**src/hdl/tx_pkg.sv**
```systemverilog
package tx_pkg;

    ////////////////////
    // widths
    ////////////////////
    localparam int WORD_BYTES = 8;   // bytes per data word
    localparam int ADDR_W     = 12;  // descriptor address field, top uses low AW bits
    localparam int WCNT_W     = 12;  // words per frame
    localparam int BCNT_W     = 16;  // bytes per frame

    // one 64-bit data word on the stream
    typedef logic [8*WORD_BYTES-1:0] tx_word_t;

    // byte valid mask, low bytes first, all ones except on the last word
    typedef logic [WORD_BYTES-1:0] tx_keep_t;

    // word buffer entry
    typedef struct packed {
        tx_word_t data;
        tx_keep_t keep;
    } tx_beat_t;

    // descriptor ring entry, one per stored frame
    typedef struct packed {
        logic [ADDR_W-1:0] addr;   // first word address
        logic [WCNT_W-1:0] words;  // word count, never zero
        logic [BCNT_W-1:0] bytes;  // sum of keep popcounts
    } tx_desc_t;

    ////////////////////
    // statistics
    ////////////////////
    typedef logic [31:0] tx_cnt_t;

    localparam tx_cnt_t CNT_MAX = '1;  // saturation value

endpackage

```
**src/hdl/tx_desc_if.sv**
```systemverilog
`timescale 1ns/1ps

// ring pointers and buffer release between ingest and drain
interface tx_desc_if #(
    parameter int AW  = 8,
    parameter int DAW = 3
);

    logic [DAW:0]  commit_ptr;      // committed descriptors, mod 2*depth
    logic [DAW:0]  done_ptr;        // finished descriptors, mod 2*depth
    logic [AW-1:0] release_addr;    // first word after the last finished frame
    logic          release_strobe;  // release_addr just moved

    // ingest side owns the commit pointer
    modport ingest (
        output commit_ptr,
        input  done_ptr,
        input  release_addr,
        input  release_strobe
    );

    // drain side owns everything about consumption
    modport drain (
        input  commit_ptr,
        output done_ptr,
        output release_addr,
        output release_strobe
    );

endinterface

```
**src/hdl/tx_frame_ingest.sv**
```systemverilog
`timescale 1ns/1ps

module tx_frame_ingest
    import tx_pkg::*;
#(
    parameter int AW  = 8,
    parameter int DAW = 3
) (
    input  logic             clk,
    input  logic             rst_n,
    input  logic             in_valid,
    input  tx_word_t         in_data,
    input  tx_keep_t         in_keep,
    input  logic             in_last,
    output logic [AW-1:0]    buf_wr_addr,
    output tx_beat_t         buf_wr_data,
    output logic [DAW-1:0]   desc_wr_addr,
    output tx_desc_t         desc_wr_data,
    output logic             frame_drop,
    tx_desc_if.ingest        desc
);

    localparam logic [DAW:0] RING_DEPTH = (DAW+1)'(2**DAW);

    // popcount of one keep mask
    function automatic logic [BCNT_W-1:0] keep_bytes(input tx_keep_t keep);
        logic [BCNT_W-1:0] n;
        n = '0;
        for (int i = 0; i < WORD_BYTES; i++) begin
            n = n + BCNT_W'(keep[i]);
        end
        return n;
    endfunction

    logic [AW-1:0]     wr_ptr;       // next free word slot
    logic [AW-1:0]     frame_start;  // rewind point for a drop
    logic [AW-1:0]     rel_addr;     // local copy of drain release point
    logic [WCNT_W-1:0] word_cnt;     // words so far in this frame
    logic [BCNT_W-1:0] byte_cnt;     // bytes so far in this frame
    logic              ovf;          // sticky, frame no longer fits
    logic [DAW:0]      wr_desc;      // descriptors written, incl. uncommitted
    logic [2:0]        commit_pipe;  // covers the write pipeline of both rams

    logic              word_fits;
    logic              ring_full;
    logic              word_ok;
    logic [BCNT_W-1:0] word_bytes;

    ////////////////////
    // space checks
    ////////////////////
    // one slot always kept empty so wr_ptr == rel_addr means empty
    assign word_fits  = (wr_ptr + AW'(1)) != rel_addr;
    assign ring_full  = (wr_desc - desc.done_ptr) == RING_DEPTH;  // counts pending commits
    assign word_ok    = in_valid && !ovf && word_fits;
    assign word_bytes = keep_bytes(in_keep);

    always_ff @(posedge clk) begin
        if (!rst_n) begin
            wr_ptr          <= '0;
            frame_start     <= '0;
            rel_addr        <= '0;
            word_cnt        <= '0;
            byte_cnt        <= '0;
            ovf             <= 1'b0;
            wr_desc         <= '0;
            commit_pipe     <= '0;
            desc.commit_ptr <= '0;
            frame_drop      <= 1'b0;
            buf_wr_addr     <= '0;
            desc_wr_addr    <= '0;
        end else begin
            frame_drop  <= 1'b0;
            commit_pipe <= {commit_pipe[1:0], 1'b0};
            if (commit_pipe[2]) begin
                desc.commit_ptr <= desc.commit_ptr + 1'b1;  // now visible to drain
            end
            if (desc.release_strobe) begin
                rel_addr <= desc.release_addr;
            end

            // accepted word goes out to the buffer
            if (word_ok) begin
                buf_wr_addr <= wr_ptr;
                wr_ptr      <= wr_ptr + AW'(1);
            end

            if (in_valid) begin
                if (in_last) begin
                    if (word_ok && !ring_full) begin
                        // clean frame, write its descriptor
                        desc_wr_addr       <= wr_desc[DAW-1:0];
                        desc_wr_data.addr  <= ADDR_W'(frame_start);
                        desc_wr_data.words <= word_cnt + 1'b1;
                        desc_wr_data.bytes <= byte_cnt + word_bytes;
                        wr_desc            <= wr_desc + 1'b1;
                        commit_pipe[0]     <= 1'b1;
                        frame_start        <= wr_ptr + AW'(1);
                    end else begin
                        wr_ptr     <= frame_start;  // discard the whole frame
                        frame_drop <= 1'b1;
                    end
                    ovf      <= 1'b0;
                    word_cnt <= '0;
                    byte_cnt <= '0;
                end else begin
                    if (!word_fits) begin
                        ovf <= 1'b1;  // rest of frame is thrown away
                    end
                    if (word_ok) begin
                        word_cnt <= word_cnt + 1'b1;
                        byte_cnt <= byte_cnt + word_bytes;
                    end
                end
            end
        end
    end

    // payload, follows the address register above
    always_ff @(posedge clk) begin
        if (word_ok) begin
            buf_wr_data.data <= in_data;
            buf_wr_data.keep <= in_keep;
        end
    end

endmodule

```
**src/flat_wrapper.sv**
```systemverilog
// flat-port wrapper written by rule: the top's interface ports become plain ports
module tx_frame_ingest_flat import tx_pkg::*;
#(
    parameter int AW  = 8,
    parameter int DAW = 3
)
  (clk, rst_n, in_valid, in_data, in_keep, in_last, buf_wr_addr, buf_wr_data, desc_wr_addr, desc_wr_data, frame_drop, desc_commit_ptr, desc_done_ptr, desc_release_addr, desc_release_strobe);
  tx_desc_if #(.AW(AW), .DAW(DAW)) desc_i ();
  input  logic clk;
  input  logic rst_n;
  input  logic in_valid;
  input  tx_word_t in_data;
  input  tx_keep_t in_keep;
  input  logic in_last;
  output logic [AW-1:0] buf_wr_addr;
  output tx_beat_t buf_wr_data;
  output logic [DAW-1:0] desc_wr_addr;
  output tx_desc_t desc_wr_data;
  output logic frame_drop;
  output wire logic [$bits(desc_i.commit_ptr)-1:0] desc_commit_ptr;
  input wire logic [$bits(desc_i.done_ptr)-1:0] desc_done_ptr;
  input wire logic [$bits(desc_i.release_addr)-1:0] desc_release_addr;
  input wire logic [$bits(desc_i.release_strobe)-1:0] desc_release_strobe;
  assign desc_commit_ptr = desc_i.commit_ptr;
  assign desc_i.done_ptr = desc_done_ptr;
  assign desc_i.release_addr = desc_release_addr;
  assign desc_i.release_strobe = desc_release_strobe;
  tx_frame_ingest #(.AW(AW), .DAW(DAW)) u_core (.clk(clk), .rst_n(rst_n), .in_valid(in_valid), .in_data(in_data), .in_keep(in_keep), .in_last(in_last), .buf_wr_addr(buf_wr_addr), .buf_wr_data(buf_wr_data), .desc_wr_addr(desc_wr_addr), .desc_wr_data(desc_wr_data), .frame_drop(frame_drop), .desc(desc_i));
endmodule
```
**config.mk**
```make
export PLATFORM = sky130hd
export DESIGN_NAME = tx_frame_ingest_flat
export DESIGN_NICKNAME = d
export VERILOG_FILES = /design/src/hdl/tx_pkg.sv /design/src/hdl/tx_desc_if.sv /design/src/hdl/tx_frame_ingest.sv /design/src/flat_wrapper.sv
export SDC_FILE = /design/constraint.sdc
export NUM_CORES = 1
export LEC_CHECK = 0
export BUFFER_PORTS_ARGS = -buffer_cell sky130_fd_sc_hd__buf_4
export CAP_MARGIN = 10
export CORE_UTILIZATION = 40
export DETAILED_ROUTE_END_ITERATION = 8
export PLACE_DENSITY = 0.64
export SLEW_MARGIN = 0
export SYNTH_ARGS = -nofsm -noshare
export SYNTH_HDL_FRONTEND = slang
export SYNTH_SLANG_ARGS = --single-unit
```
**constraint.sdc**
```tcl
create_clock -name clk -period 4 [get_ports clk]
set_clock_uncertainty 0.1 [all_clocks]
set_input_delay 0.6 -clock clk [delete_from_list [all_inputs] [get_ports clk]]
set_output_delay 0.6 -clock clk [all_outputs]
set_load 0.02 [all_outputs]
```
==> impl_metrics.env <==
export IMPL_rsz0062_at_grt="false"
export IMPL_drive_gt1_share_pct=33.62
export IMPL_wirelength_mm=16.91
export IMPL_slew_headroom_pct=55.93
export IMPL_critPathCaptureType="flip-flop"
export IMPL_slowest_stage="fa_1"
export IMPL_crit_arrival_ns=4.14
export IMPL_ys_ff_latch=184
export IMPL_synth_top_cell_area_share_pct=44.17
export IMPL_dieWidth_um=137.5
export IMPL_timing_critical_path_fanout_max=5
export IMPL_die_h_um=137.5
export IMPL_grt_overflow=0
export IMPL_dr_total_vias=5280
export IMPL_setup_worst_path_start_class="primary input"
export IMPL_nFillCells=1502
export IMPL_yosysTopAreaCell="edfxtp_1"
export IMPL_diodes=0
export IMPL_place_ws_ns=-0.3187
export IMPL_power_share_switching_pct=27.05
export IMPL_crit_buf_inv=3
export IMPL_rows=49
export IMPL_multi_input_area_sq_um=2357
export IMPL_start_util_pct=40.87
export IMPL_fmax_ghz=0.2576
export IMPL_syn_area_per_cell_sq_um=12.34
export IMPL_final_core_util_pct=54.76
export IMPL_p_per_area_nw_per_um2=448.8
export IMPL_final_hold_viol_count=0
export IMPL_crit_top_cell="fa_1"
export IMPL_status="completed"
export IMPL_dp_hpwl_mm=11.81
export IMPL_period_needed_ns=3.882
export IMPL_tritoncts="done"
export IMPL_post_place_cells=1022
export IMPL_ys_async_sr_fraction_pct=0
export IMPL_p_total_mw=4.415
export IMPL_postRouteAntennaNets=0
export IMPL_vias_per_cell=5.000
export IMPL_syn_to_final_growth_pct=33.98
export IMPL_core_area_sq_um=17960
export IMPL_crit_type="primary input to flip-flop"
export IMPL_crit_required_ns=4.26
export IMPL_wire_per_inst_um=16.01
export IMPL_synth_distinct_cells=58
export IMPL_synth_edf_count=108
export IMPL_clk_pin_slew_ns=0.08
export IMPL_synthTopCellsByArea="edfxtp_1 44%, dfxtp_1 21%, xnor2_1 3.7%"
export IMPL_nNetsFinal=926
export IMPL_regArea_sq_um=4765
export IMPL_cts_sinks=184
export IMPL_irDropWorstVdd_mv=0.2989
export IMPL_grtUsageTotal_pct=18.06
export IMPL_p_comb_share_pct=13.4
export IMPL_setup_viol=0
export IMPL_drv_cap=0
export IMPL_antenna_found_initial=0
export IMPL_yosysSeqAreaShare_pct=64.89
export IMPL_tightest_slew_ns=0.6611
export IMPL_synth_cell_area_sq_um=7342
export IMPL_dieArea_sq_um=18900
export IMPL_max_stage_delay_ns=0.49
export IMPL_p_clk_share_pct=37.6
export IMPL_grt_pass1_wl_mm=25.89
export IMPL_h_tree_depth=4
export IMPL_slew_viol_final=0
export IMPL_hold_class="primary input to flip-flop"
export IMPL_grt_pass1_vias=5203
export IMPL_seq_power_share_pct=49.0
export IMPL_p_leak_nw=4.023
export IMPL_syn_inst=595
export IMPL_drt_first_pass_iters=5
export IMPL_critPathTopFamily="adder cells"
export IMPL_drc=0
export IMPL_drtIter0Drc=242
export IMPL_cts_inserted_buffers=17
export IMPL_ys_flop_type="edfxtp_1"
export IMPL_io_buffers=212
export IMPL_net_switching_power_mw=1.194
export IMPL_io_pins=217
export IMPL_yosys_warnings=0
export IMPL_timing_final_ws_setup_ns=0.1177
export IMPL_clk_latency_ns=0.43
export IMPL_post_route_period_util_pct=97.06
export IMPL_worstPathCellList="buf_4, ha_1, inv_1, fa_1, fa_1, fa_1, inv_1, ha_1, fa_2, a21o_1, a21oi_2, o21bai_4, and4_4, nor4_1, o21ai_1, o21ai_1"
export IMPL_cts_root_buf="clkbuf_16"
export IMPL_p_int_mw=3.221
export IMPL_grt_max_degree=61
export IMPL_cts_max_path_buffers=2
export IMPL_fin_cells=1056
export IMPL_place_gp_congestion=0.8073
==> final cells by class <==
class / instances / share of cell area [%]
clock buffers: 17 / 4.325
clock inverters: 15 / 1.717
inverters: 26 / 1.005
multi-input cells: 356 / 23.96
flip-flops and latches: 184 / 48.44
well taps: 229 / 2.913
repair buffers: 229 / 17.64
==> power groups by stage <==
stage	clock network (mW)	logic (mW)	registers, mW
after floorplan	0	0.255	2.28
after global placement	0	0.579	2.20
after detailed placement	0	0.594	2.21
after CTS	1.70	0.598	2.16
after global routing	1.78	0.650	2.17
final	1.66	0.593	2.16
==> synth_stat cells (3+ instances only) <==
| cell | count |
|---|---|
| nand4_1 | 8 |
| a211oi_1 | 7 |
| or3_1 | 5 |
| o2111ai_1 | 6 |
| a21oi_1 | 32 |
| dfxtp_1 | 76 |
| mux2i_1 | 10 |
| xnor2_1 | 31 |
| and3_1 | 10 |
| edfxtp_1 | 108 |
| nand2_1 | 60 |
| a21o_1 | 3 |
| o21ai_0 | 19 |
| buf_4 | 6 |
| nand3_1 | 15 |
| buf_2 | 7 |
| nor3_1 | 3 |
| ha_1 | 19 |
| clkbuf_1 | 16 |
| a31oi_1 | 7 |
| xor2_1 | 19 |
| nor2_1 | 44 |
| nor4_1 | 3 |
| inv_1 | 25 |
| fa_1 | 4 |
| o41ai_1 | 5 |
| a22oi_1 | 4 |
| a22o_1 | 5 |
==> metrics by stage <==
stage | TNS, ns | cell area, sq um | hold WS (ns)
after floorplan | -0.02065 | 7366 | 0.3119
after global placement | -2.233 | 9209 | 0.3227
after detailed placement | -2.905 | 9209 | 0.3192
after CTS | 0 | 9803 | 0.2160
after global routing | 0 | 9837 | 0.2135
final | 0 | 9837 | 0.2338
==> logic make-up (layout without fill, tap and decap cells) <==
family | count (synthesis) | count (layout) | synth area share [%]
compound gates | 104 | 104 | 9.168
xor+xnor | 50 | 50 | 5.965
fa+ha+maj | 23 | 23 | 4.329
buf+inv | 58 | 287 | 3.596
flops | 184 | 184 | 64.89
mux | 11 | 11 | 1.517
other cells | 1 | 4 | 0.05108
simple gates | 164 | 164 | 10.48
==> registers in the layout, indices dropped and copies added (netlist names) <==
name	flops
u_core.buf_wr_data	72
u_core.desc_wr_data	36
u_core.byte_cnt	16
u_core.word_cnt	12
u_core.buf_wr_addr	8
u_core.frame_start	8
u_core.rel_addr	8
u_core.wr_ptr	8
u_core.desc.commit_ptr	4
u_core.wr_desc	4
u_core.commit_pipe	3
u_core.desc_wr_addr	3
u_core.frame_drop	1
u_core.ovf	1
==> layout by cell type (no fill, tap or decap), types with 5 or more instances in the layout <==
master	n
mux2i_1	10
clkbuf_16	17
o21ai_0	17
nor2_1	43
a21oi_1	31
and3_1	10
o2111ai_1	6
buf_4	227
nand3_1	15
edfxtp_1	108
nand4_1	8
xor2_1	19
xnor2_1	31
dfxtp_1	76
ha_1	19
or3_1	5
a211oi_1	7
inv_1	24
nand2_1	60
a31oi_1	7
inv_8	6
a22o_1	5
o41ai_1	5
==> what timing repair did <==
action,in CTS,in global routing
hold buffers,0,0
setup endpoints to repair,0,2
buffers inserted,0,1
resized for setup,0,5
==> per-layer routing <==
layer / track usage (%) / vias to the layer above / wire length, um
li1: - / 2565 / -
met1: 21.75 / 2503 / 7018
met2: 30.76 / 194 / 8307
met3: 4.415 / 18 / 1321
met4: 7.387 / 0 / 263
met5: 0 / - / 0
==> final timing paths <==
kind              slack (ns)                endpoint  depth (start not counted)                  start
setup / recovery        0.12     u_core.byte_cnt[14]                         16             in_keep[1]
hold / removal          0.23  u_core.buf_wr_data[35]                          1            in_data[27]
hold reg to reg         0.34   u_core.commit_pipe[1]                          1  u_core.commit_pipe[0]
setup reg to reg        0.70     u_core.byte_cnt[15]                         10       u_core.wr_ptr[1]
No activity file was read; power rests on OpenSTA's default activity.
