$ cat config.mk
export PLATFORM = sky130hd
export DESIGN_NAME = tx_stats
export DESIGN_NICKNAME = d
export VERILOG_FILES = /design/src/hdl/tx_pkg.sv /design/src/hdl/tx_stats.sv
export SDC_FILE = /design/constraint.sdc
export NUM_CORES = 1
export LEC_CHECK = 0
export BUFFER_PORTS_ARGS = -buffer_cell sky130_fd_sc_hd__buf_2
export CORE_UTILIZATION = 41
export CTS_CLUSTER_DIAMETER = 80
export DETAILED_ROUTE_END_ITERATION = 16
export PLACE_DENSITY = 0.73
export SYNTH_ARGS = -nofsm -noshare
export SYNTH_HDL_FRONTEND = slang
export SYNTH_SLANG_ARGS = --single-unit
$ cat constraint.sdc
create_clock -name clk -period 2.9 [get_ports clk]
set_input_delay 0.58 -clock clk [delete_from_list [all_inputs] [get_ports clk]]
set_output_delay 0.58 -clock clk [all_outputs]
set_load 0.1 [all_outputs]
$ cat src/hdl/tx_pkg.sv
package tx_pkg;

    ////////////////////
    // widths
    ////////////////////
    localparam int WORD_BYTES = 8;   // bytes per data word
    localparam int ADDR_W     = 12;  // descriptor address field, top uses low AW bits
    localparam int WCNT_W     = 12;  // words per frame
    localparam int BCNT_W     = 16;  // bytes per frame

    // one 64-bit data word on the stream
    typedef logic [8*WORD_BYTES-1:0] tx_word_t;

    // byte valid mask, low bytes first, all ones except on the last word
    typedef logic [WORD_BYTES-1:0] tx_keep_t;

    // word buffer entry
    typedef struct packed {
        tx_word_t data;
        tx_keep_t keep;
    } tx_beat_t;

    // descriptor ring entry, one per stored frame
    typedef struct packed {
        logic [ADDR_W-1:0] addr;   // first word address
        logic [WCNT_W-1:0] words;  // word count, never zero
        logic [BCNT_W-1:0] bytes;  // sum of keep popcounts
    } tx_desc_t;

    ////////////////////
    // statistics
    ////////////////////
    typedef logic [31:0] tx_cnt_t;

    localparam tx_cnt_t CNT_MAX = '1;  // saturation value

endpackage

$ cat src/hdl/tx_stats.sv
`timescale 1ns/1ps

module tx_stats
    import tx_pkg::*;
(
    input  logic              clk,
    input  logic              rst_n,
    input  logic              frame_done,
    input  logic [BCNT_W-1:0] done_bytes,
    input  logic              frame_drop,
    output tx_cnt_t           frames_sent,
    output tx_cnt_t           bytes_sent,
    output tx_cnt_t           frames_dropped
);

    logic [32:0] bytes_sum;  // one extra bit to catch the carry

    assign bytes_sum = {1'b0, bytes_sent} + 33'(done_bytes);

    ////////////////////
    // counters
    ////////////////////
    // all saturate at CNT_MAX
    always_ff @(posedge clk) begin
        if (!rst_n) begin
            frames_sent    <= '0;
            bytes_sent     <= '0;
            frames_dropped <= '0;
        end else begin
            if (frame_done) begin
                if (frames_sent != CNT_MAX) begin
                    frames_sent <= frames_sent + 1'b1;
                end
                if (bytes_sum[32]) begin
                    bytes_sent <= CNT_MAX;  // clamp on overflow
                end else begin
                    bytes_sent <= bytes_sum[31:0];
                end
            end
            if (frame_drop && (frames_dropped != CNT_MAX)) begin
                frames_dropped <= frames_dropped + 1'b1;
            end
        end
    end

endmodule

==> results.md, run 1 <==
* Place WS at slightly above 0.09 ns
* DR iter-0 viols at 276
* Post-CTS setup buffer count at 0
* WP buf/inv at 1
* Cell variety after synth at 49
* Antenna Cells at 0
* Post-CTS Hold Buffers at 0
* Max stage delay cell, worst path: fa_1
* GPL Wtd Cong at 0.948
* Combinational share of power at 0.206
* Total track usage at 0.201
* Yosys top cell area share at 0.375
* Syn. warnings at 0
* Die width at approximately 110 microns
* DR pass1 iterations at 5
* Commonest non-fill, non-tap cell in the layout: buf_2
* Flop pwr share at 0.418
* Worst Skew at between 0.006 and 0.007 ns
* Area contributors post-synth: dfxtp_1 (38%), xor2_1 (6.7%), xnor2_1 (6.3%)
* Root cell of the clock tree: clkbuf_16
* RSZ-0062 raised after global routing: false
* TritonCTS buffer count at 9
* Fmax at 407 MHz
* Switch share at 0.324
* Starting Density at 0.423
* Slew of the pin with the lowest slew margin at roughly 0.78 ns
* Vias in the first global route at about 4500
* Post-synth ARST share at 0
* R2r worst-path depth at 8
* Ports at approximately 120
* CTS tree: done
* Worst reg2reg setup slack at around 0.45 ns
* Initial antenna violation count at 0
* Max_cap viols at 0
* Die Area at 13000 sq um
* Setup tns final at 0 ns
* CP cell instances: buf_2 > ha_1 > fa_1 > a211oi_1 > nor2_1 > o211ai_1 > a21boi_1 > and3_1 > a21o_1
* FF+latch count, synth at 96
* Final ANT Viol Nets at 0
* Hold Startpoint: frames_dropped[16]
* First-pass GRT wire length at 21.0 mm
* P&R area growth vs syn at 21.0%
* Core ar. at about 12000 sq um
* Final min period at 2.46 ns
* Detailed Route WL at roughly 13 mm
* Via-per-instance ratio at 5.44
* Pins Over Slew Limit at 0
* Final cell count without fillers at slightly below 900
* Skew-Pair Late Insertion Delay at roughly 0.35 ns
* Mapped cell area at between 5000 and 6000 sq um
* Required @ worst endpoint at approximately 3.2 ns
* Most frequent cells in the layout: buf_2 (115), dfxtp_1 (90), nor2_1 (63), a21oi_1 (48), nand2_1 (45)
* Final hold vios at 0
* Placed insts at ~870
* Status: completed
* Post-DP HPWL at about 9.2 mm
* Largest stage delay on the critical path at approximately 0.43 ns
* Fillcell total at roughly 1200
* Internal power at between 2 and 2.5 mW
* Mean post-synth cell area at between 8 and 9 sq um
* IO Port Bufs at about 120
* EDFF count, synth at 0
* Pleak at ~2.8 nW
* Hold Path Depth at 2
* Via count at roughly 4800
* Largest net degree at the start of global routing at between 40 and 50
* Rel. slew slack at 0.480
* Share of cells above drive strength 1 at 0.218
* Crit path max-delay family: compound AO/OA/AOI/OAI gates
* Post-Syn Nets at roughly 650
* GR Overflow Total at 0
* Nets at between 700 and 800
* Tot Pwr at 3.31 mW
* Final period utilization at 0.848
* Final hold slack at 0.500 ns
* CTS Sinks at 96
* Sequential area share after synthesis at 0.375
* Yosys top cell by area: dfxtp_1
* Htree depth at 3
* Worst Hold Class: register to register
* Worst path arrival time at approximately 2.7 ns
* Final setup fails at 0
* Core Rows at 40
* Clock tree buffer depth at 2
* Worst Setup Start Kind: input pin
* DRC at 0
* DIE HEIGHT at ~110 microns
* Post-route setup slack at 0.441 ns
* Worst r2r src: bytes_sent[0]
* Peak VDD IR at roughly 340 uV
* NetSw at around 1.1 mW
* Hold path endpoint: frames_dropped[16]
* Resized Gates After CTS at 0
* Crit path kind: input pin to register
* Power Dens Cells at 535 nW/um^2
* Clk pwr share at 0.376
* Top FF cell, synth: dfxtp_1
* End of the worst register-to-register path: bytes_sent[26]
* Worst Setup End Kind: register
* Clk slew on worst S/H paths at 0.07 ns
* Cells after Synth at 606
* Wire per inst at between 10 and 15 microns
* Worst Path Max Fanout at 10
==> power groups by stage <==
stage | clock (mW) | sequential, mW | combinational (mW)
after floorplan | 0 | 1.65 | 0.294
after global placement | 0 | 1.41 | 0.667
after detailed placement | 0 | 1.42 | 0.673
after CTS | 1.27 | 1.39 | 0.677
after global routing | 1.32 | 1.39 | 0.729
final | 1.25 | 1.39 | 0.683
==> worst max path at each step <==
stage | from | to | slack, ns | depth (start not counted)
after floorplan | bytes_sent[15] | bytes_sent[21] | 0.03 | 8
after global placement | done_bytes[10] | bytes_sent[21] | 0.14 | 9
after detailed placement | done_bytes[0] | bytes_sent[22] | 0.09 | 9
after CTS | bytes_sent[0] | bytes_sent[22] | 0.45 | 8
after global routing | bytes_sent[0] | bytes_sent[25] | 0.23 | 8
final | done_bytes[0] | bytes_sent[26] | 0.44 | 9
==> layer usage <==
metal / global-route usage / vias to the layer above / share of wire
met5: 0 / - / 0
met4: 0.0857 / 0 / 0.017
met3: 0.0340 / 14 / 0.042
met2: 0.341 / 107 / 0.48
met1: 0.251 / 2333 / 0.46
li1: - / 2375 / -
==> worst reg2reg max path, stage by stage (launching register included) <==
cell	delay, ns
dfxtp_1	0.32
ha_1	0.21
fa_1	0.43
a211oi_1	0.32
nor2_1	0.12
o211ai_1	0.23
a21boi_1	0.19
and3_1	0.33
a21o_1	0.20
==> synthesized netlist by cell type, types with 2 or more instances <==
cell and number:
nand4b_1 2, nand4_2 2, a21oi_1 48, nor4_4 2
xnor2_1 37, xor2_1 39, nand4_1 23, and3_1 19
ha_1 18, clkbuf_1 18, buf_2 4, nand2_1 45
a311oi_1 2, inv_1 13, a211oi_4 2, or4_1 3
a31oi_1 2, nor2b_1 3, or3_1 5, o211ai_1 4
and4_1 13, or2_2 2, o21a_1 3, o21bai_1 2
nor2_1 63, dfxtp_1 96, nand3_1 38, a21o_1 14
and2_1 18, nor3_1 13, a221oi_1 2, o221a_2 3
o21ai_0 32
==> final cells by class <==
cell class              instances  area [sq um]  area share
flip-flops and latches         96          1930       0.311
clock inverters                 5          61.3     0.00989
multi-input cells             473          3050       0.493
repair buffers                122           653       0.105
inverters                      13          48.8     0.00787
well taps                     168           210      0.0339
clock buffers                  11           243      0.0392
==> cells by family (layout without fill, tap and decap cells) <==
logic type,Yosys count,count (layout),synth area share
compound gates,124,124,0.153
fa+ha+maj,19,19,0.0479
xor+xnor,76,76,0.130
buf+inv,37,151,0.0291
simple gates,254,254,0.265
flops,96,96,0.375
==> state kept, by name, summed over array words and instances (netlist names) <==
register and cells:
bytes_sent 32, frames_dropped 32, frames_sent 32
==> per-stage QoR <==
| stage | area, sq um | util |
|---|---|---|
| 2_1_floorplan | 5130 | - |
| 3_3_place_gp | 5900 | 0.487 |
| 4_1_cts | 6200 | 0.512 |
| 3_5_place_dp | 5900 | 0.487 |
| 6_report | 6200 | 0.512 |
| 5_1_grt | 6200 | 0.512 |
Note: power is estimated with default switching activity, not from simulation.
==> inputs of run 2 (changes only) <==
Settings changed: PLACE_DENSITY 0.73 to 0.76.
Clock period 2.9 ns to 2.2 ns, I/O delays scaled along.
==> results.md, run 2 (same netlist as run 1, synthesis figures left out) <==
* Worst r2r src: bytes_sent[3] (was bytes_sent[0])
* Final period utilization at 1.01
* Worst Path Max Fanout at 5 (was 10)
* Via count at 4993 (was 4829)
* Critical path's most frequent cell: a21oi_1
* GR Overflow Total at 0 (unchanged)
* RSZ-0062 raised after global routing: true (was false)
* Wire per inst at 15.1 microns (was 14.5 microns)
* Largest stage delay on the critical path at 0.41 ns (was 0.43 ns)
* Largest net degree at the start of global routing at 45 (unchanged)
* DRC at 0 (unchanged)
* Crit path kind: register to register (was input pin to register)
* Core ar. at 12100 sq um (unchanged)
* First-pass GRT wire length at 22.8 mm (was 21.0 mm)
* Initial antenna violation count at 0 (unchanged)
* CP cell instances: ha_1 > a21o_1 > a21oi_2 > o21ai_0 > a21oi_1 > o31ai_1 > xnor2_1 > a21oi_1 (was buf_2 > ha_1 > fa_1 > a211oi_1 > nor2_1 > o211ai_1 > a21boi_1 > and3_1 > a21o_1)
* Antenna Cells at 0 (unchanged)
* IO Port Bufs at 115 (unchanged)
* Required @ worst endpoint at 2.43 ns (was 3.15 ns)
* Worst Setup End Kind: register (unchanged)
* DR iter-0 viols at 265 (was 276)
* Worst Skew at 0.00504 ns (was 0.00626 ns)
* Post-DP HPWL at 10.1 mm (was 9.22 mm)
* Worst reg2reg setup slack at -0.03 ns (was 0.45 ns)
* Final setup fails at 12 (was 0)
* GPL Wtd Cong at 0.906 (was 0.948)
* Worst Setup Start Kind: register (was input pin)
* CTS tree: done (unchanged)
* DR pass1 iterations at 4 (was 5)
* Starting Density at 0.423 (unchanged)
* Worst path arrival time at 2.45 ns (was 2.71 ns)
* DIE HEIGHT at 114 microns (unchanged)
* Final hold vios at 0 (unchanged)
* Share of cells above drive strength 1 at 0.409 (was 0.218)
* Most frequent cells in the layout: buf_2 (115), nor2_1 (63), dfxtp_2 (59), nand2_1 (44), a21oi_1 (44) (was buf_2 (115), dfxtp_1 (90), nor2_1 (63), a21oi_1 (48), nand2_1 (45))
* Root cell of the clock tree: clkbuf_16 (unchanged)
* Finished Core Util at 0.562 (was 0.512)
* Violated checks: setup timing
* CTS Sinks at 96 (unchanged)
* Detailed Route WL at 14.0 mm (was 12.9 mm)
* Final ANT Viol Nets at 0 (unchanged)
* Fmax at between 400 and 500 MHz
* Ports at 116 (unchanged)
* Power Dens Cells at 642 nW/um^2 (was 535 nW/um^2)
* Max_cap viols at 0 (unchanged)
* Final min period at roughly 2.2 ns
* Vias in the first global route at 4742 (was 4488)
* Skew-Pair Late Insertion Delay at 0.34 ns (was 0.35 ns)
* Commonest non-fill, non-tap cell in the layout: buf_2 (unchanged)
* Status: finished, violations left (was completed)
* Post-route setup slack at -0.0274 ns (was 0.441 ns)
* Rel. slew slack at 0.615 (was 0.480)
* P&R area growth vs syn at 32.9% (was 21.0%)
* Die Area at 13000 sq um (unchanged)
* Clock tree buffer depth at 2 (unchanged)
* Last element of the critical path: bytes_sent[11] (was bytes_sent[26])
* Place WS at -0.267 ns (was 0.0914 ns)
* Pins Over Slew Limit at 0 (unchanged)
* Via-per-instance ratio at 5.39 (was 5.44)
* TritonCTS buffer count at 9 (unchanged)
* Worst Hold Class: input pin to register (was register to register)
* Core Rows at 40 (unchanged)
* End of the worst register-to-register path: bytes_sent[11] (was bytes_sent[26])
* Total track usage at 0.218 (was 0.201)
* Nets at 793 (was 754)
* Clk slew on worst S/H paths at 0.07 ns (about the same)
* Peak VDD IR at 376 uV (was 339 uV)
* Fillcell total at 1126 (was 1190)
* Slew of the pin with the lowest slew margin at 0.573 ns (was 0.779 ns)
* Launch point of the worst path: bytes_sent[3] (was done_bytes[0])
* Die width at 114 microns (unchanged)
* Largest registers: bytes_sent: 32 flops, frames_dropped: 32 flops, frames_sent: 32 flops (unchanged)
* R2r worst-path depth at 8 (unchanged)
* Pleak at 3.05 nW (was 2.81 nW)
* Htree depth at 3 (unchanged)
* Max stage delay cell, worst path: o21ai_0 (was fa_1)
==> run 2: cell count changes in the layout (fill, tap and decap cells not counted), sizes merged <==
| cell | change |
|---|---|
| buf | +39 |
| bufinv | -1 |
| clkinv | +1 |
| inv | -1 |
==> run 2: worst max-delay path: cells and delay by family (launching register included) <==
| family | cells | cell delay (ns) |
|---|---|---|
| adder cells (fa/ha/maj) | 1 | 0.34 |
| XOR/XNOR | 1 | 0.17 |
| AO/OA/AOI/OAI | 6 | 1.26 |
| flip-flops | 1 | 0.35 |
==> run 2: routing by layer <==
metal / track usage / part of all wire
met5: 0 / 0
met4: 0.0779 / 0.018
met3: 0.0335 / 0.037
met2: 0.374 / 0.49
met1: 0.277 / 0.46
==> run 2: final cells by class <==
| class | count | area, sq um | share of cell area |
|---|---|---|---|
| Multi-Input combinational cell | 473 | 3220 | 0.473 |
| Sequential cell | 96 | 2120 | 0.311 |
| Timing Repair Buffer | 161 | 941 | 0.138 |
| Clock buffer | 11 | 243 | 0.0356 |
| Tap cell | 168 | 210 | 0.0309 |
| Inverter | 13 | 48.8 | 0.00717 |
| Clock inverter | 4 | 28.8 | 0.00423 |
==> run 2: what timing repair did <==
action,in CTS,in global routing
buffers inserted,2,1
pin swaps,3,4
hold buffers,0,0
gates resized for setup,3,12
setup endpoints to repair,15,34
==> run 2: worst min path at each step <==
stage,from,to,slack (ns),depth (start not counted)
global route,frame_drop,frames_dropped[1],0.45,3
global placement,frames_dropped[1],frames_dropped[1],0.46,2
finish,frame_drop,frames_dropped[1],0.43,3
CTS,frame_drop,frames_dropped[1],0.42,3
floorplan,frame_drop,frames_dropped[1],0.59,2
detailed placement,frames_dropped[16],frames_dropped[16],0.48,2
==> run 2: stage by stage <==
stage	cell area [sq um]	hold slack, ns	cells	total power [mW]	setup TNS, ns
2_1_floorplan	5480	0.592	606	2.59	-1.21
3_3_place_gp	6470	0.459	909	2.87	-6.02
3_5_place_dp	6470	0.480	909	2.89	-7.05
4_1_cts	6760	0.418	925	4.38	0
5_1_grt	6810	0.446	926	4.55	-3.43
6_report	6810	0.427	926	4.37	-0.176
==> run 2: power by group <==
part / leakage (nW) / internal (mW) / total (mW) / switching, mW
Sequential: 0.831 / 1.77 / 1.81 / 0.0473
Combinational: 2.08 / 0.369 / 1.07 / 0.705
Clock: 0.136 / 0.798 / 1.49 / 0.689
