<file path="src/hdl/tx_pkg.sv">
package tx_pkg;

    ////////////////////
    // widths
    ////////////////////
    localparam int WORD_BYTES = 8;   // bytes per data word
    localparam int ADDR_W     = 12;  // descriptor address field, top uses low AW bits
    localparam int WCNT_W     = 12;  // words per frame
    localparam int BCNT_W     = 16;  // bytes per frame

    // one 64-bit data word on the stream
    typedef logic [8*WORD_BYTES-1:0] tx_word_t;

    // byte valid mask, low bytes first, all ones except on the last word
    typedef logic [WORD_BYTES-1:0] tx_keep_t;

    // word buffer entry
    typedef struct packed {
        tx_word_t data;
        tx_keep_t keep;
    } tx_beat_t;

    // descriptor ring entry, one per stored frame
    typedef struct packed {
        logic [ADDR_W-1:0] addr;   // first word address
        logic [WCNT_W-1:0] words;  // word count, never zero
        logic [BCNT_W-1:0] bytes;  // sum of keep popcounts
    } tx_desc_t;

    ////////////////////
    // statistics
    ////////////////////
    typedef logic [31:0] tx_cnt_t;

    localparam tx_cnt_t CNT_MAX = '1;  // saturation value

endpackage

</file>
<file path="src/hdl/tx_desc_if.sv">
`timescale 1ns/1ps

// ring pointers and buffer release between ingest and drain
interface tx_desc_if #(
    parameter int AW  = 8,
    parameter int DAW = 3
);

    logic [DAW:0]  commit_ptr;      // committed descriptors, mod 2*depth
    logic [DAW:0]  done_ptr;        // finished descriptors, mod 2*depth
    logic [AW-1:0] release_addr;    // first word after the last finished frame
    logic          release_strobe;  // release_addr just moved

    // ingest side owns the commit pointer
    modport ingest (
        output commit_ptr,
        input  done_ptr,
        input  release_addr,
        input  release_strobe
    );

    // drain side owns everything about consumption
    modport drain (
        input  commit_ptr,
        output done_ptr,
        output release_addr,
        output release_strobe
    );

endinterface

</file>
<file path="src/hdl/tx_frame_drain.sv">
`timescale 1ns/1ps

module tx_frame_drain
    import tx_pkg::*;
#(
    parameter int AW        = 8,
    parameter int DAW       = 3,
    parameter int IFG_WORDS = 2
) (
    input  logic              clk,
    input  logic              rst_n,
    input  logic              pause,
    output logic [DAW-1:0]    desc_rd_addr,
    input  tx_desc_t          desc_rd_data,
    output logic [AW-1:0]     buf_rd_addr,
    input  tx_beat_t          buf_rd_data,
    output logic              out_valid,
    output logic              out_start,
    output logic              out_last,
    output tx_word_t          out_data,
    output tx_keep_t          out_keep,
    output logic              frame_done,
    output logic [BCNT_W-1:0] done_bytes,
    tx_desc_if.drain          desc
);

    localparam int GW = $clog2(IFG_WORDS + 2);  // gap counter width

    typedef enum logic [1:0] {
        ST_IDLE,
        ST_FETCH,
        ST_STREAM
    } state_t;

    state_t            state;
    logic [GW-1:0]     gap_cnt;      // idle cycles still owed
    logic [AW-1:0]     rd_ptr;       // next word to read
    logic [WCNT_W-1:0] words_left;
    logic [BCNT_W-1:0] frame_bytes;  // held for frame_done
    logic              first;        // next issue is word 0

    logic              pending;
    logic              issue;
    logic              issue_last;

    assign pending    = desc.commit_ptr != desc.done_ptr;
    assign issue      = state == ST_STREAM;
    assign issue_last = issue && (words_left == WCNT_W'(1));

    // oldest unfinished descriptor is always on the read port
    assign desc_rd_addr = desc.done_ptr[DAW-1:0];
    assign buf_rd_addr  = rd_ptr;

    // ram output lines up with the delayed issue flags
    assign out_data = buf_rd_data.data;
    assign out_keep = buf_rd_data.keep;

    ////////////////////
    // fsm
    ////////////////////
    always_ff @(posedge clk) begin
        if (!rst_n) begin
            state               <= ST_IDLE;
            gap_cnt             <= '0;
            rd_ptr              <= '0;
            words_left          <= '0;
            first               <= 1'b0;
            out_valid           <= 1'b0;
            out_start           <= 1'b0;
            out_last            <= 1'b0;
            frame_done          <= 1'b0;
            done_bytes          <= '0;
            desc.done_ptr       <= '0;
            desc.release_addr   <= '0;
            desc.release_strobe <= 1'b0;
        end else begin
            out_valid           <= issue;  // read data valid one cycle later
            out_start           <= issue && first;
            out_last            <= issue_last;
            frame_done          <= 1'b0;
            desc.release_strobe <= 1'b0;

            case (state)
                ST_IDLE: begin
                    if (gap_cnt != '0) begin
                        gap_cnt <= gap_cnt - 1'b1;
                    end
                    // pause only looked at here, never mid frame
                    if (pending && !pause && (gap_cnt <= GW'(1))) begin
                        state <= ST_FETCH;
                    end
                end

                ST_FETCH: begin
                    rd_ptr      <= desc_rd_data.addr[AW-1:0];
                    words_left  <= desc_rd_data.words;
                    frame_bytes <= desc_rd_data.bytes;
                    first       <= 1'b1;
                    state       <= ST_STREAM;
                end

                ST_STREAM: begin
                    rd_ptr     <= rd_ptr + AW'(1);  // one read per cycle
                    words_left <= words_left - 1'b1;
                    first      <= 1'b0;
                    if (issue_last) begin
                        state               <= ST_IDLE;
                        gap_cnt             <= GW'(IFG_WORDS);
                        desc.done_ptr       <= desc.done_ptr + 1'b1;
                        desc.release_addr   <= rd_ptr + AW'(1);
                        desc.release_strobe <= 1'b1;
                        frame_done          <= 1'b1;
                        done_bytes          <= frame_bytes;
                    end
                end

                default: state <= ST_IDLE;
            endcase
        end
    end

endmodule

</file>
<file path="src/flat_wrapper.sv">
// flat-port wrapper written by rule: the top's interface ports become plain ports
module tx_frame_drain_flat import tx_pkg::*;
#(
    parameter int AW        = 8,
    parameter int DAW       = 3,
    parameter int IFG_WORDS = 2
)
  (clk, rst_n, pause, desc_rd_addr, desc_rd_data, buf_rd_addr, buf_rd_data, out_valid, out_start, out_last, out_data, out_keep, frame_done, done_bytes, desc_commit_ptr, desc_done_ptr, desc_release_addr, desc_release_strobe);
  tx_desc_if #(.AW(AW), .DAW(DAW)) desc_i ();
  input  logic clk;
  input  logic rst_n;
  input  logic pause;
  output logic [DAW-1:0] desc_rd_addr;
  input  tx_desc_t desc_rd_data;
  output logic [AW-1:0] buf_rd_addr;
  input  tx_beat_t buf_rd_data;
  output logic out_valid;
  output logic out_start;
  output logic out_last;
  output tx_word_t out_data;
  output tx_keep_t out_keep;
  output logic frame_done;
  output logic [BCNT_W-1:0] done_bytes;
  input wire logic [$bits(desc_i.commit_ptr)-1:0] desc_commit_ptr;
  output wire logic [$bits(desc_i.done_ptr)-1:0] desc_done_ptr;
  output wire logic [$bits(desc_i.release_addr)-1:0] desc_release_addr;
  output wire logic [$bits(desc_i.release_strobe)-1:0] desc_release_strobe;
  assign desc_i.commit_ptr = desc_commit_ptr;
  assign desc_done_ptr = desc_i.done_ptr;
  assign desc_release_addr = desc_i.release_addr;
  assign desc_release_strobe = desc_i.release_strobe;
  tx_frame_drain #(.AW(AW), .DAW(DAW), .IFG_WORDS(IFG_WORDS)) u_core (.clk(clk), .rst_n(rst_n), .pause(pause), .desc_rd_addr(desc_rd_addr), .desc_rd_data(desc_rd_data), .buf_rd_addr(buf_rd_addr), .buf_rd_data(buf_rd_data), .out_valid(out_valid), .out_start(out_start), .out_last(out_last), .out_data(out_data), .out_keep(out_keep), .frame_done(frame_done), .done_bytes(done_bytes), .desc(desc_i));
endmodule
</file>
<file path="config.mk">
export PLATFORM = sky130hd
export DESIGN_NAME = tx_frame_drain_flat
export DESIGN_NICKNAME = d
export VERILOG_FILES = /design/src/hdl/tx_pkg.sv /design/src/hdl/tx_desc_if.sv /design/src/hdl/tx_frame_drain.sv /design/src/flat_wrapper.sv
export SDC_FILE = /design/constraint.sdc
export NUM_CORES = 1
export LEC_CHECK = 0
export BUFFER_PORTS_ARGS = -buffer_cell sky130_fd_sc_hd__buf_4
export CELL_PAD_IN_SITES_DETAIL_PLACEMENT = 0
export CELL_PAD_IN_SITES_GLOBAL_PLACEMENT = 1
export CORE_ASPECT_RATIO = 1.1
export CORE_MARGIN = 2
export CORE_UTILIZATION = 27
export DETAILED_ROUTE_END_ITERATION = 8
export PLACE_DENSITY = 0.73
export SETUP_SLACK_MARGIN = 0.3
export SYNTH_ARGS = -nofsm -noshare
export SYNTH_HDL_FRONTEND = slang
export SYNTH_SLANG_ARGS = --single-unit
</file>
<file path="constraint.sdc">
create_clock -name clk -period 1.7 [get_ports clk]
set_input_delay 0.255 -clock clk [delete_from_list [all_inputs] [get_ports clk]]
set_output_delay 0.255 -clock clk [all_outputs]
set_load 0.05 [all_outputs]
</file>
==> impl_metrics.env, run 1 <==
export IMPL_fp_dieArea_um2=15100
export IMPL_tightest_slew_ns=0.624
export IMPL_design_area_um2=5530
export IMPL_leakage_uw=0.00224
export IMPL_clockRootBuffer="clkbuf_16"
export IMPL_diodes=0
export IMPL_drt_wirelength_per_cell_um=15.9
export IMPL_ys_seq_elements=73
export IMPL_htree_levels=3
export IMPL_die_h_um=129
export IMPL_worst_hold_slack_ns=0.0970
export IMPL_die_w_um=117
export IMPL_failed_checks="setup timing"
export IMPL_synth_nets=562
export IMPL_report_final_slew_viol_count=0
export IMPL_met3_usage=0.0647
export IMPL_grt_max_degree=29
export IMPL_clkLatencyLatePin_ns=0.33
export IMPL_synthDistinctLibCells=47
export IMPL_worstPathMaxFanout=7
export IMPL_grt_busiest_layer="met2"
export IMPL_global_route_usage_met1=0.149
export IMPL_finalCritPeriodShare=1.15
export IMPL_core_area_um2=13900
export IMPL_hpwl_um=7060
export IMPL_grt_util_met2=0.213
export IMPL_fin_ws_ns=-0.259
export IMPL_critical_path_arrival_ns=2.16
export IMPL_syn_avg_cell_area_um2=8.83
export IMPL_areaGrowthSynthToFinish_pct=44.6
export IMPL_grt_pass1_vias=3167
export IMPL_vias_per_cell=4.63
export IMPL_cts_tree="built"
export IMPL_synth_flop_cell="dfxtp_1"
export IMPL_grt_ovfl_total=0
export IMPL_drt_total_wl_um=11000
export IMPL_fp_row_count=45
export IMPL_netlist_area_leader_share=0.298
export IMPL_rsz0062_at_grt="yes"
export IMPL_firstDrtPassIters=4
export IMPL_drc=0
export IMPL_fin_worst_skew_ns=0.00491
export IMPL_fin_tns_setup_ns=-7.21
export IMPL_grtUsageTotal=0.134
export IMPL_drive_above_1_share=0.497
export IMPL_path_class="flip-flop to flip-flop"
export IMPL_holdCritPathClass="input port to flip-flop"
export IMPL_grt_first_pass_wirelength_um=16200
export IMPL_yosysWarnings=0
export IMPL_async_flop_share=0
export IMPL_hold_viol=0
export IMPL_yosysSeqAreaShare=0.424
export IMPL_gp_congestion=0.766
export IMPL_required_ns=1.90
export IMPL_peakVddDrop_uv=711
export IMPL_io_pins=235
export IMPL_drtIter0Drc=120
export IMPL_synth_top_cell_by_area="dfxtp_1"
export IMPL_cp_end_kind="flip-flop"
export IMPL_holdBufCountCts=0
export IMPL_yosys_top_cells_area="dfxtp_1, buf_4, edfxtp_1"
export IMPL_slew_headroom=0.579
export IMPL_yosysMostFrequentCell="buf_4"
export IMPL_final_nets=629
export IMPL_num_vias=3208
export IMPL_antenna_found_initial=0
export IMPL_fmax_mhz=510
export IMPL_finalCriticalPeriod_ns=1.96
export IMPL_drv_cap=0
export IMPL_status="finished with violations"
export IMPL_portBuffers=86
export IMPL_power_density_nw_per_um2=1390
export IMPL_cts_max_path_buffers=2
export IMPL_netlist_instances=433
export IMPL_cts_reportedPaths_clkPinSlew_ns=0.06
export IMPL_finalSetupViolations=37
export IMPL_post_dp_cell_area_um2=4410
export IMPL_syn_area_um2=3820
export IMPL_synth_edf_count=16
export IMPL_ant_nets=0
export IMPL_postLayoutCoreUtil=0.399
export IMPL_worstSetupStartpointType="flip-flop"
export IMPL_numClockSinks=73
export IMPL_cts_buffers=9
export IMPL_synth_common_cells="buf_4, nand2_1, dfxtp_1"
export IMPL_start_util=0.276
[layout by cell type, fill, tap and decap left out, types with 9 or more instances in the layout]
| cell | n |
|---|---|
| buf_4 | 117 |
| nand2_1 | 51 |
| dfxtp_1 | 46 |
| a21oi_1 | 27 |
| nor2_1 | 27 |
| buf_6 | 20 |
| edfxtp_1 | 16 |
| clkbuf_16 | 13 |
| nand2_2 | 10 |
| o21ai_0 | 9 |
[kinds of logic after synthesis]
| family | count (synthesis) | synth area share |
|---|---|---|
| AOI/OAI and AO/OA | 85 | 0.142 |
| xor gates and xnor gates | 9 | 0.0206 |
| adders and majority gates | 10 | 0.0327 |
| buffers and inverters | 107 | 0.187 |
| DFF | 73 | 0.424 |
| muxes | 7 | 0.0193 |
| and+or+nand+nor | 142 | 0.174 |
[sequential cells by signal, summed over array words and instances (netlist names)]
| name | count |
|---|---|
| u_core.out_valid | 1 |
| u_core.words_left | 12 |
| u_core.gap_cnt | 2 |
| u_core.done_bytes | 16 |
| u_core.buf_rd_addr | 8 |
| u_core.out_start | 1 |
| u_core.first | 1 |
| u_core.state | 2 |
| u_core.desc.release_strobe | 1 |
| u_core.out_last | 1 |
| u_core.frame_bytes | 16 |
| u_core.desc.release_addr | 8 |
| u_core.desc.done_ptr | 4 |
[power by group]
group	internal, µW	switching, µW	leakage (µW)
sequential	2060	229	0.000615
combinational	1840	1700	0.00148
clock	1120	741	0.000142
total	5030	2670	0.00224
[stage by stage]
step	worst slack, ns	cells	total power, µW
floorplan	-0.152	433	4280
global placement	-0.179	642	4570
detailed placement	-0.191	642	4630
CTS	-0.191	671	7020
global route	-0.344	693	8130
finish	-0.259	693	7690
[final timing paths]
path	startpoint	to	slack, ns	depth (start not counted)
worst max register to register	u_core.words_left[8]	u_core.done_bytes[11]	-0.26	7
worst min-delay path	desc_rd_data[13]	u_core.frame_bytes[13]	0.1	1
worst max-delay path	u_core.words_left[8]	u_core.done_bytes[11]	-0.26	7
worst min register to register	u_core.done_bytes[8]	u_core.done_bytes[8]	0.46	2
[what timing repair did]
| action | in CTS | in global routing |
|---|---|---|
| gates cloned | 3 | 4 |
| buffers inserted | 10 | 18 |
| setup endpoints to repair | 50 | 52 |
| resized for setup | 47 | 66 |
| pin swaps | 23 | 26 |
[worst max-delay path: stages, from the launching register on]
cell	delay, ns
dfxtp_2	0.32
or4_4	0.57
nor4_4	0.36
nand2_1	0.13
buf_6	0.17
clkbuf_16	0.16
nand2_1	0.06
a21oi_1	0.06
[metal layers]
layer | vias up | part of all wire
li1 | 1543 | -
met2 | 112 | 0.47
met5 | - | 0
met1 | 1502 | 0.40
met4 | 0 | 0.035
met3 | 51 | 0.096
[layout make-up]
cell class,count,area (µm²)
clock buffer,9,225
clock inverter,7,61.3
fill,1380,8320
inverter,10,55.1
multi-input combinational,253,1850
sequential,73,1650
tap,188,235
timing repair buffer,153,1460
Note: power is estimated with default switching activity, not from simulation.
==> inputs of run 2 (changes only) <==
--- a/config.mk
+++ b/config.mk
@@ -10,9 +10,9 @@
 export CELL_PAD_IN_SITES_GLOBAL_PLACEMENT = 1
 export CORE_ASPECT_RATIO = 1.1
 export CORE_MARGIN = 2
-export CORE_UTILIZATION = 27
+export CORE_UTILIZATION = 32
 export DETAILED_ROUTE_END_ITERATION = 8
-export PLACE_DENSITY = 0.73
+export PLACE_DENSITY = 0.82
 export SETUP_SLACK_MARGIN = 0.3
 export SYNTH_ARGS = -nofsm -noshare
 export SYNTH_HDL_FRONTEND = slang
==> constraint.sdc (replaced) <==
create_clock -name clk -period 2.45 [get_ports clk]
set_input_delay 0.3675 -clock clk [delete_from_list [all_inputs] [get_ports clk]]
set_output_delay 0.3675 -clock clk [all_outputs]
set_load 0.05 [all_outputs]
==> run 2 against run 1 <==
  * Non-clock buffer count is 56 lower
  * Sequential power decreased by 30%
  * Global-route usage rose by 1.2 points
  * Worst setup slack better by 0.68 ns
  * The flow now finishes without violations
  * Routed wire length shrank 16%
  * Critical path depth unchanged
  * Critical endpoint is now u_core.done_bytes[1]
  * Sequential cell count unchanged
  * Cell count is 14% lower
  * Total power down 42%
  * Die area shrank 15%
==> impl_metrics.env, run 2 (same netlist as run 1, synthesis figures left out) <==
export IMPL_firstDrtPassIters=4
export IMPL_grt_first_pass_wirelength_um=14900
export IMPL_reg_largest_list="u_core.done_bytes (16), u_core.frame_bytes (16), u_core.words_left (12)"
export IMPL_finalCritPeriodShare=0.828
export IMPL_num_vias=2957
export IMPL_final_cell_mix="buf_4, nand2_1, dfxtp_1"
export IMPL_grt_max_degree=42
export IMPL_portBuffers=86
export IMPL_drt_wirelength_per_cell_um=15.4
export IMPL_worstPathMaxFanout=12
export IMPL_antenna_found_initial=0
export IMPL_leakage_uw=0.00180
export IMPL_cts_reportedPaths_clkPinSlew_ns=0.06
export IMPL_fp_row_count=41
export IMPL_clockRootBuffer="clkbuf_16"
export IMPL_fmax_mhz=493
export IMPL_cts_buffers=9
export IMPL_fp_dieArea_um2=12800
export IMPL_vias_per_cell=4.94
export IMPL_htree_levels=3
export IMPL_areaGrowthSynthToFinish_pct=17.6
export IMPL_fin_worst_skew_ns=0.00635
export IMPL_die_w_um=108
export IMPL_rsz0062_at_grt="no"
export IMPL_clkLatencyLatePin_ns=0.33
export IMPL_report_final_slew_viol_count=0
export IMPL_drc=0
export IMPL_drt_total_wl_um=9240
export IMPL_ant_nets=0
export IMPL_mostFrequentLayoutCell="buf_4"
export IMPL_slew_headroom=0.515
export IMPL_status="finished clean"
export IMPL_hold_viol=0
export IMPL_worstSetupStartpointType="flip-flop"
export IMPL_grt_ovfl_total=0
export IMPL_required_ns=2.71
export IMPL_io_pins=235
export IMPL_core_area_um2=11500
export IMPL_cp_end_kind="flip-flop"
export IMPL_critical_path_arrival_ns=2.28
export IMPL_worst_hold_slack_ns=0.212
export IMPL_drive_above_1_share=0.296
export IMPL_finalSetupViolations=0
export IMPL_cts_tree="built"
export IMPL_drtIter0Drc=88
export IMPL_start_util=0.331
export IMPL_numClockSinks=73
export IMPL_gp_congestion=0.732
export IMPL_power_density_nw_per_um2=995
export IMPL_fin_tns_setup_ns=0
export IMPL_final_nets=573
export IMPL_drv_cap=0
export IMPL_grt_pass1_vias=2931
export IMPL_grtUsageTotal=0.146
export IMPL_path_class="flip-flop to flip-flop"
export IMPL_die_h_um=119
export IMPL_finalCriticalPeriod_ns=2.03
export IMPL_diodes=0
export IMPL_holdBufCountCts=0
export IMPL_peakVddDrop_uv=454
export IMPL_holdCritPathClass="input port to flip-flop"
export IMPL_tightest_slew_ns=0.728
export IMPL_hpwl_um=6430
export IMPL_cts_max_path_buffers=2
-- run 2: cell count changes in the layout (fill, tap and decap cells not counted), moves of 6 or more --
| cell | change |
|---|---|
| buf_4 | -24 |
| buf_6 | -20 |
| dfxtp_1 | +6 |
| dfxtp_4 | -6 |
| nand2_1 | +11 |
| nand2_2 | -10 |
| o21ai_0 | +12 |
| o21ai_2 | -6 |
-- run 2: area by class of cell --
class,instances,area [µm²]
fill,1150,7050
sequential,73,1630
multi-input combinational,253,1510
timing repair buffer,97,791
clock buffer,10,229
tap,150,188
clock inverter,6,116
inverter,10,37.5
-- run 2: per-stage QoR --
| step | cell area, µm² | setup WS, ns | util | power, µW | std cells |
|---|---|---|---|---|---|
| finish | 4500 | 0.421 | 0.390 | 4470 | 599 |
| global route | 4500 | 0.302 | 0.390 | 4740 | 599 |
| CTS | 4470 | 0.369 | 0.387 | 4510 | 599 |
| detailed placement | 4070 | 0.264 | 0.353 | 2950 | 581 |
| global placement | 4070 | 0.299 | 0.353 | 2900 | 581 |
| floorplan | 3820 | 0.501 | - | 2850 | 433 |
-- run 2: path summary, 6_finish.rpt --
path / from / end / slack, ns / depth (start not counted)
max: u_core.words_left[8] / u_core.done_bytes[1] / 0.42 / 7
min: desc_rd_data[9] / u_core.frame_bytes[9] / 0.21 / 1
max reg2reg: u_core.words_left[8] / u_core.done_bytes[1] / 0.42 / 7
min reg2reg: u_core.done_bytes[11] / u_core.done_bytes[11] / 0.46 / 2
-- run 2: timing repair --
item | 4_1_cts | 5_1_grt
resized for setup | 5 | 10
buffers inserted | 1 | 0
setup endpoints to repair | 8 | 19
pin swaps | 1 | 2
gates cloned | 1 | 0
-- run 2: per-layer routing --
layer  part of all wire  vias to the layer above  wire length [µm]  GRT usage
met5                  0                        -                 0          0
met4              0.033                        0               307     0.0705
met3              0.099                       48               911     0.0590
met2               0.47                      107              4320      0.230
met1               0.40                     1381              3700      0.171
li1                   -                     1421                 -          -
-- run 2: worst max-delay path, cell delays in order (launching register included) --
cell and delay, ns:
dfxtp_2 0.33, or4_4 0.57, nor4_4 0.26, buf_4 0.18, and2_4 0.18, bufbuf_16 0.28
nand2_1 0.05, a21oi_1 0.11
-- run 2: power breakdown --
part,leakage (µW),total (µW),internal (µW),switching (µW)
registers,0.000611,1600,1420,184
logic,0.00102,1350,555,797
clock network,0.000167,1520,1000,517
==> inputs of run 3 (changes only) <==
--- a/config.mk
+++ b/config.mk
@@ -5,14 +5,15 @@
 export SDC_FILE = /design/constraint.sdc
 export NUM_CORES = 1
 export LEC_CHECK = 0
+export ABC_AREA = 1
 export BUFFER_PORTS_ARGS = -buffer_cell sky130_fd_sc_hd__buf_4
 export CELL_PAD_IN_SITES_DETAIL_PLACEMENT = 0
 export CELL_PAD_IN_SITES_GLOBAL_PLACEMENT = 1
 export CORE_ASPECT_RATIO = 1.1
 export CORE_MARGIN = 2
-export CORE_UTILIZATION = 32
+export CORE_UTILIZATION = 27
 export DETAILED_ROUTE_END_ITERATION = 8
-export PLACE_DENSITY = 0.82
+export PLACE_DENSITY = 0.74
 export SETUP_SLACK_MARGIN = 0.3
 export SYNTH_ARGS = -nofsm -noshare
 export SYNTH_HDL_FRONTEND = slang
==> constraint.sdc (replaced) <==
create_clock -name clk -period 1.75 [get_ports clk]
set_input_delay 0.2625 -clock clk [delete_from_list [all_inputs] [get_ports clk]]
set_output_delay 0.2625 -clock clk [all_outputs]
set_load 0.05 [all_outputs]
==> run 3 against run 2 <==
  * Routed wire length rose by 14%
  * Count of clock-buffer cells in the layout grew 1
  * Worst hold slack worse by 0.11 ns
  * Clock power grew 7%
  * Critical path depth is 2 higher
  * Largest power group is now combinational cells
  * Clock skew increased by 0.00086 ns
  * Synthesized cell count rose by 14%
  * Utilization down 5.0 points
  * Sequential power grew 47%
  * Highest routed layer unchanged
  * Sequential cell count unchanged
==> impl_metrics.env, run 3 <==
export IMPL_status="finished clean"
export IMPL_drc=0
export IMPL_crit_chain="inv_2 -> ha_2 -> nand2_2 -> nor2_4 -> nand3_4 -> inv_8 -> clkbuf_16 -> nand2_2 -> a21oi_2"
export IMPL_slowest_stage="dfxtp_2"
export IMPL_drv_cap=0
export IMPL_grt_ovfl_total=0
export IMPL_slew_headroom=0.847
export IMPL_holdPathStages=1
export IMPL_final_cell_mix="nand2_1, buf_4, dfxtp_1"
export IMPL_cp_num_buf_inv=3
export IMPL_synth_nets=624
export IMPL_fp_dieArea_um2=15700
export IMPL_final_nets=655
export IMPL_clkLatencyLatePin_ns=0.34
export IMPL_hpwl_um=7370
export IMPL_drt_wirelength_per_cell_um=14.6
export IMPL_ant_nets=0
export IMPL_synthDistinctLibCells=31
export IMPL_r2r_start="u_core.words_left[1]"
export IMPL_antenna_found_initial=0
export IMPL_holdCritStartpoint="desc_rd_data[8]"
export IMPL_finalSetupViolations=0
export IMPL_areaGrowthSynthToFinish_pct=23.2
export IMPL_fillerInstances=1539
export IMPL_leakage_uw=0.00202
export IMPL_drt_total_wl_um=10600
export IMPL_netlist_area_leader_share=0.288
export IMPL_htree_levels=3
export IMPL_portBuffers=86
export IMPL_cp_end_kind="flip-flop"
export IMPL_reg_largest_list="u_core.done_bytes (16), u_core.frame_bytes (16), u_core.words_left (12)"
export IMPL_diodes=0
export IMPL_firstDrtPassIters=4
export IMPL_yosysWarnings=0
export IMPL_synth_flop_cell="dfxtp_1"
export IMPL_yosysMostFrequentCell="nand2_1"
export IMPL_fin_worst_skew_ns=0.00721
export IMPL_core_area_um2=14400
export IMPL_holdBufCountCts=0
export IMPL_synth_common_cells="nand2_1, buf_4, dfxtp_1"
export IMPL_cp_common_cell="nand2_2"
export IMPL_cts_reportedPaths_clkPinSlew_ns=0.06
export IMPL_finalCritPeriodShare=0.824
export IMPL_netlist_instances=495
export IMPL_crit_family="simple AND/OR/NAND/NOR gates"
export IMPL_holdCritPathClass="input port to flip-flop"
export IMPL_fin_tns_setup_ns=0
export IMPL_gp_congestion=0.790
export IMPL_syn_avg_cell_area_um2=8.01
export IMPL_grt_max_degree=30
export IMPL_synth_edf_count=16
export IMPL_grtUsageTotal=0.135
export IMPL_report_final_slew_viol_count=0
export IMPL_fmax_mhz=693
export IMPL_cts_buffers=9
export IMPL_rsz0062_at_grt="yes"
export IMPL_numClockSinks=73
export IMPL_drive_above_1_share=0.397
export IMPL_async_flop_share=0
export IMPL_grt_first_pass_wirelength_um=16400
export IMPL_required_ns=2.02
export IMPL_cts_tree="built"
export IMPL_power_uw=7610
export IMPL_yosys_top_cells_area="dfxtp_1, buf_4, edfxtp_1"
export IMPL_start_util=0.275
export IMPL_fp_row_count=46
export IMPL_clockRootBuffer="clkbuf_16"
export IMPL_die_w_um=120
export IMPL_yosysSeqAreaShare=0.409
export IMPL_reg2regPathDepth=9
export IMPL_peakVddDrop_uv=598
export IMPL_cts_max_path_buffers=2
export IMPL_syn_area_um2=3960
export IMPL_vias_per_cell=4.44
export IMPL_critical_path_arrival_ns=1.71
export IMPL_worstPathMaxFanout=6
export IMPL_power_density_nw_per_um2=1560
export IMPL_drtIter0Drc=98
export IMPL_holdPathEnd="u_core.frame_bytes[8]"
export IMPL_hold_viol=0
export IMPL_ys_seq_elements=73
export IMPL_num_vias=3212
export IMPL_finalCriticalPeriod_ns=1.44
export IMPL_die_h_um=131
export IMPL_path_class="flip-flop to flip-flop"
export IMPL_grt_pass1_vias=3247
export IMPL_io_pins=235
export IMPL_synth_top_cell_by_area="dfxtp_1"
export IMPL_cpPeakStageDelay_ns=0.32
export IMPL_r2r_end="u_core.done_bytes[4]"
export IMPL_worstSetupStartpointType="flip-flop"
export IMPL_tightest_slew_ns=0.229
export IMPL_ff2ff_setup_slack_ns=0.31
run 3: layout make-up:
cell class                      instances  area (µm²)  share of cell area
Clock buffer                           11         233              0.0477
Tap cell                              192         240              0.0492
Timing Repair Buffer                  114         962               0.197
Sequential cell                        73        1640               0.335
Inverter                               38         156              0.0320
Clock inverter                          5        23.8             0.00487
Multi-Input combinational cell        290        1630               0.334
run 3: per-stage QoR:
stage / std cells / setup WS (ns) / hold slack (ns) / util / cell area (µm²)
final: 723 / 0.308 / 0.0994 / 0.339 / 4880
after global routing: 723 / 0.227 / 0.0898 / 0.339 / 4880
after CTS: 716 / 0.289 / 0.0901 / 0.328 / 4720
after detailed placement: 691 / 0.146 / 0.443 / 0.302 / 4340
after global placement: 691 / 0.210 / 0.440 / 0.302 / 4340
after floorplan: 495 / 0.290 / 0.361 / - / 3980
run 3: what timing repair did:
action | CTS | global route
setup endpoints to repair | 39 | 59
pin swaps | 1 | 8
gates resized for setup | 16 | 30
cloned | 1 | 1
setup buffers | 8 | 6
run 3: how the worst max path moves through the flow:
| stage | slack (ns) | start | endpoint | cells after the start |
|---|---|---|---|---|
| 4_1_cts | 0.29 | u_core.state[1] | u_core.frame_bytes[3] | 4 |
| 6_report | 0.31 | u_core.words_left[1] | u_core.done_bytes[4] | 9 |
| 3_3_place_gp | 0.21 | u_core.state[0] | u_core.done_bytes[13] | 7 |
| 3_5_place_dp | 0.15 | u_core.state[0] | u_core.words_left[3] | 5 |
| 5_1_grt | 0.23 | u_core.words_left[9] | u_core.desc.release_addr[4] | 7 |
| 2_1_floorplan | 0.29 | u_core.buf_rd_addr[5] | u_core.buf_rd_addr[6] | 9 |
run 3: logic make-up (layout without fill, tap and decap cells):
group / after synthesis / count (layout) / synth area share
AOI/OAI and AO/OA: 78 / 78 / 0.126
DFF: 73 / 73 / 0.409
buffers and inverters: 133 / 168 / 0.204
and+or+nand+nor: 197 / 198 / 0.221
xor gates and xnor gates: 4 / 4 / 0.00884
adders and majority gates: 10 / 10 / 0.0316
run 3: worst register-to-register path: cells and delay by family (launching register included):
family	cells	cell delay, ns
buf+inv	3	0.33
compound gates	1	0.11
simple gates	4	0.45
fa+ha+maj	1	0.16
flops	1	0.32
run 3: report_power, final:
part,leakage (µW),switching [µW],internal [µW]
clock,0.000122,678,942
sequential,0.000614,281,2070
combinational,0.00129,2170,1470
run 3: layer usage:
| layer | vias up | global-route usage | routed length (µm) |
|---|---|---|---|
| li1 | 1577 | - | - |
| met1 | 1442 | 0.147 | 4130 |
| met2 | 125 | 0.211 | 4840 |
| met3 | 68 | 0.0571 | 1010 |
| met4 | 0 | 0.104 | 590 |
| met5 | - | 0 | 0 |
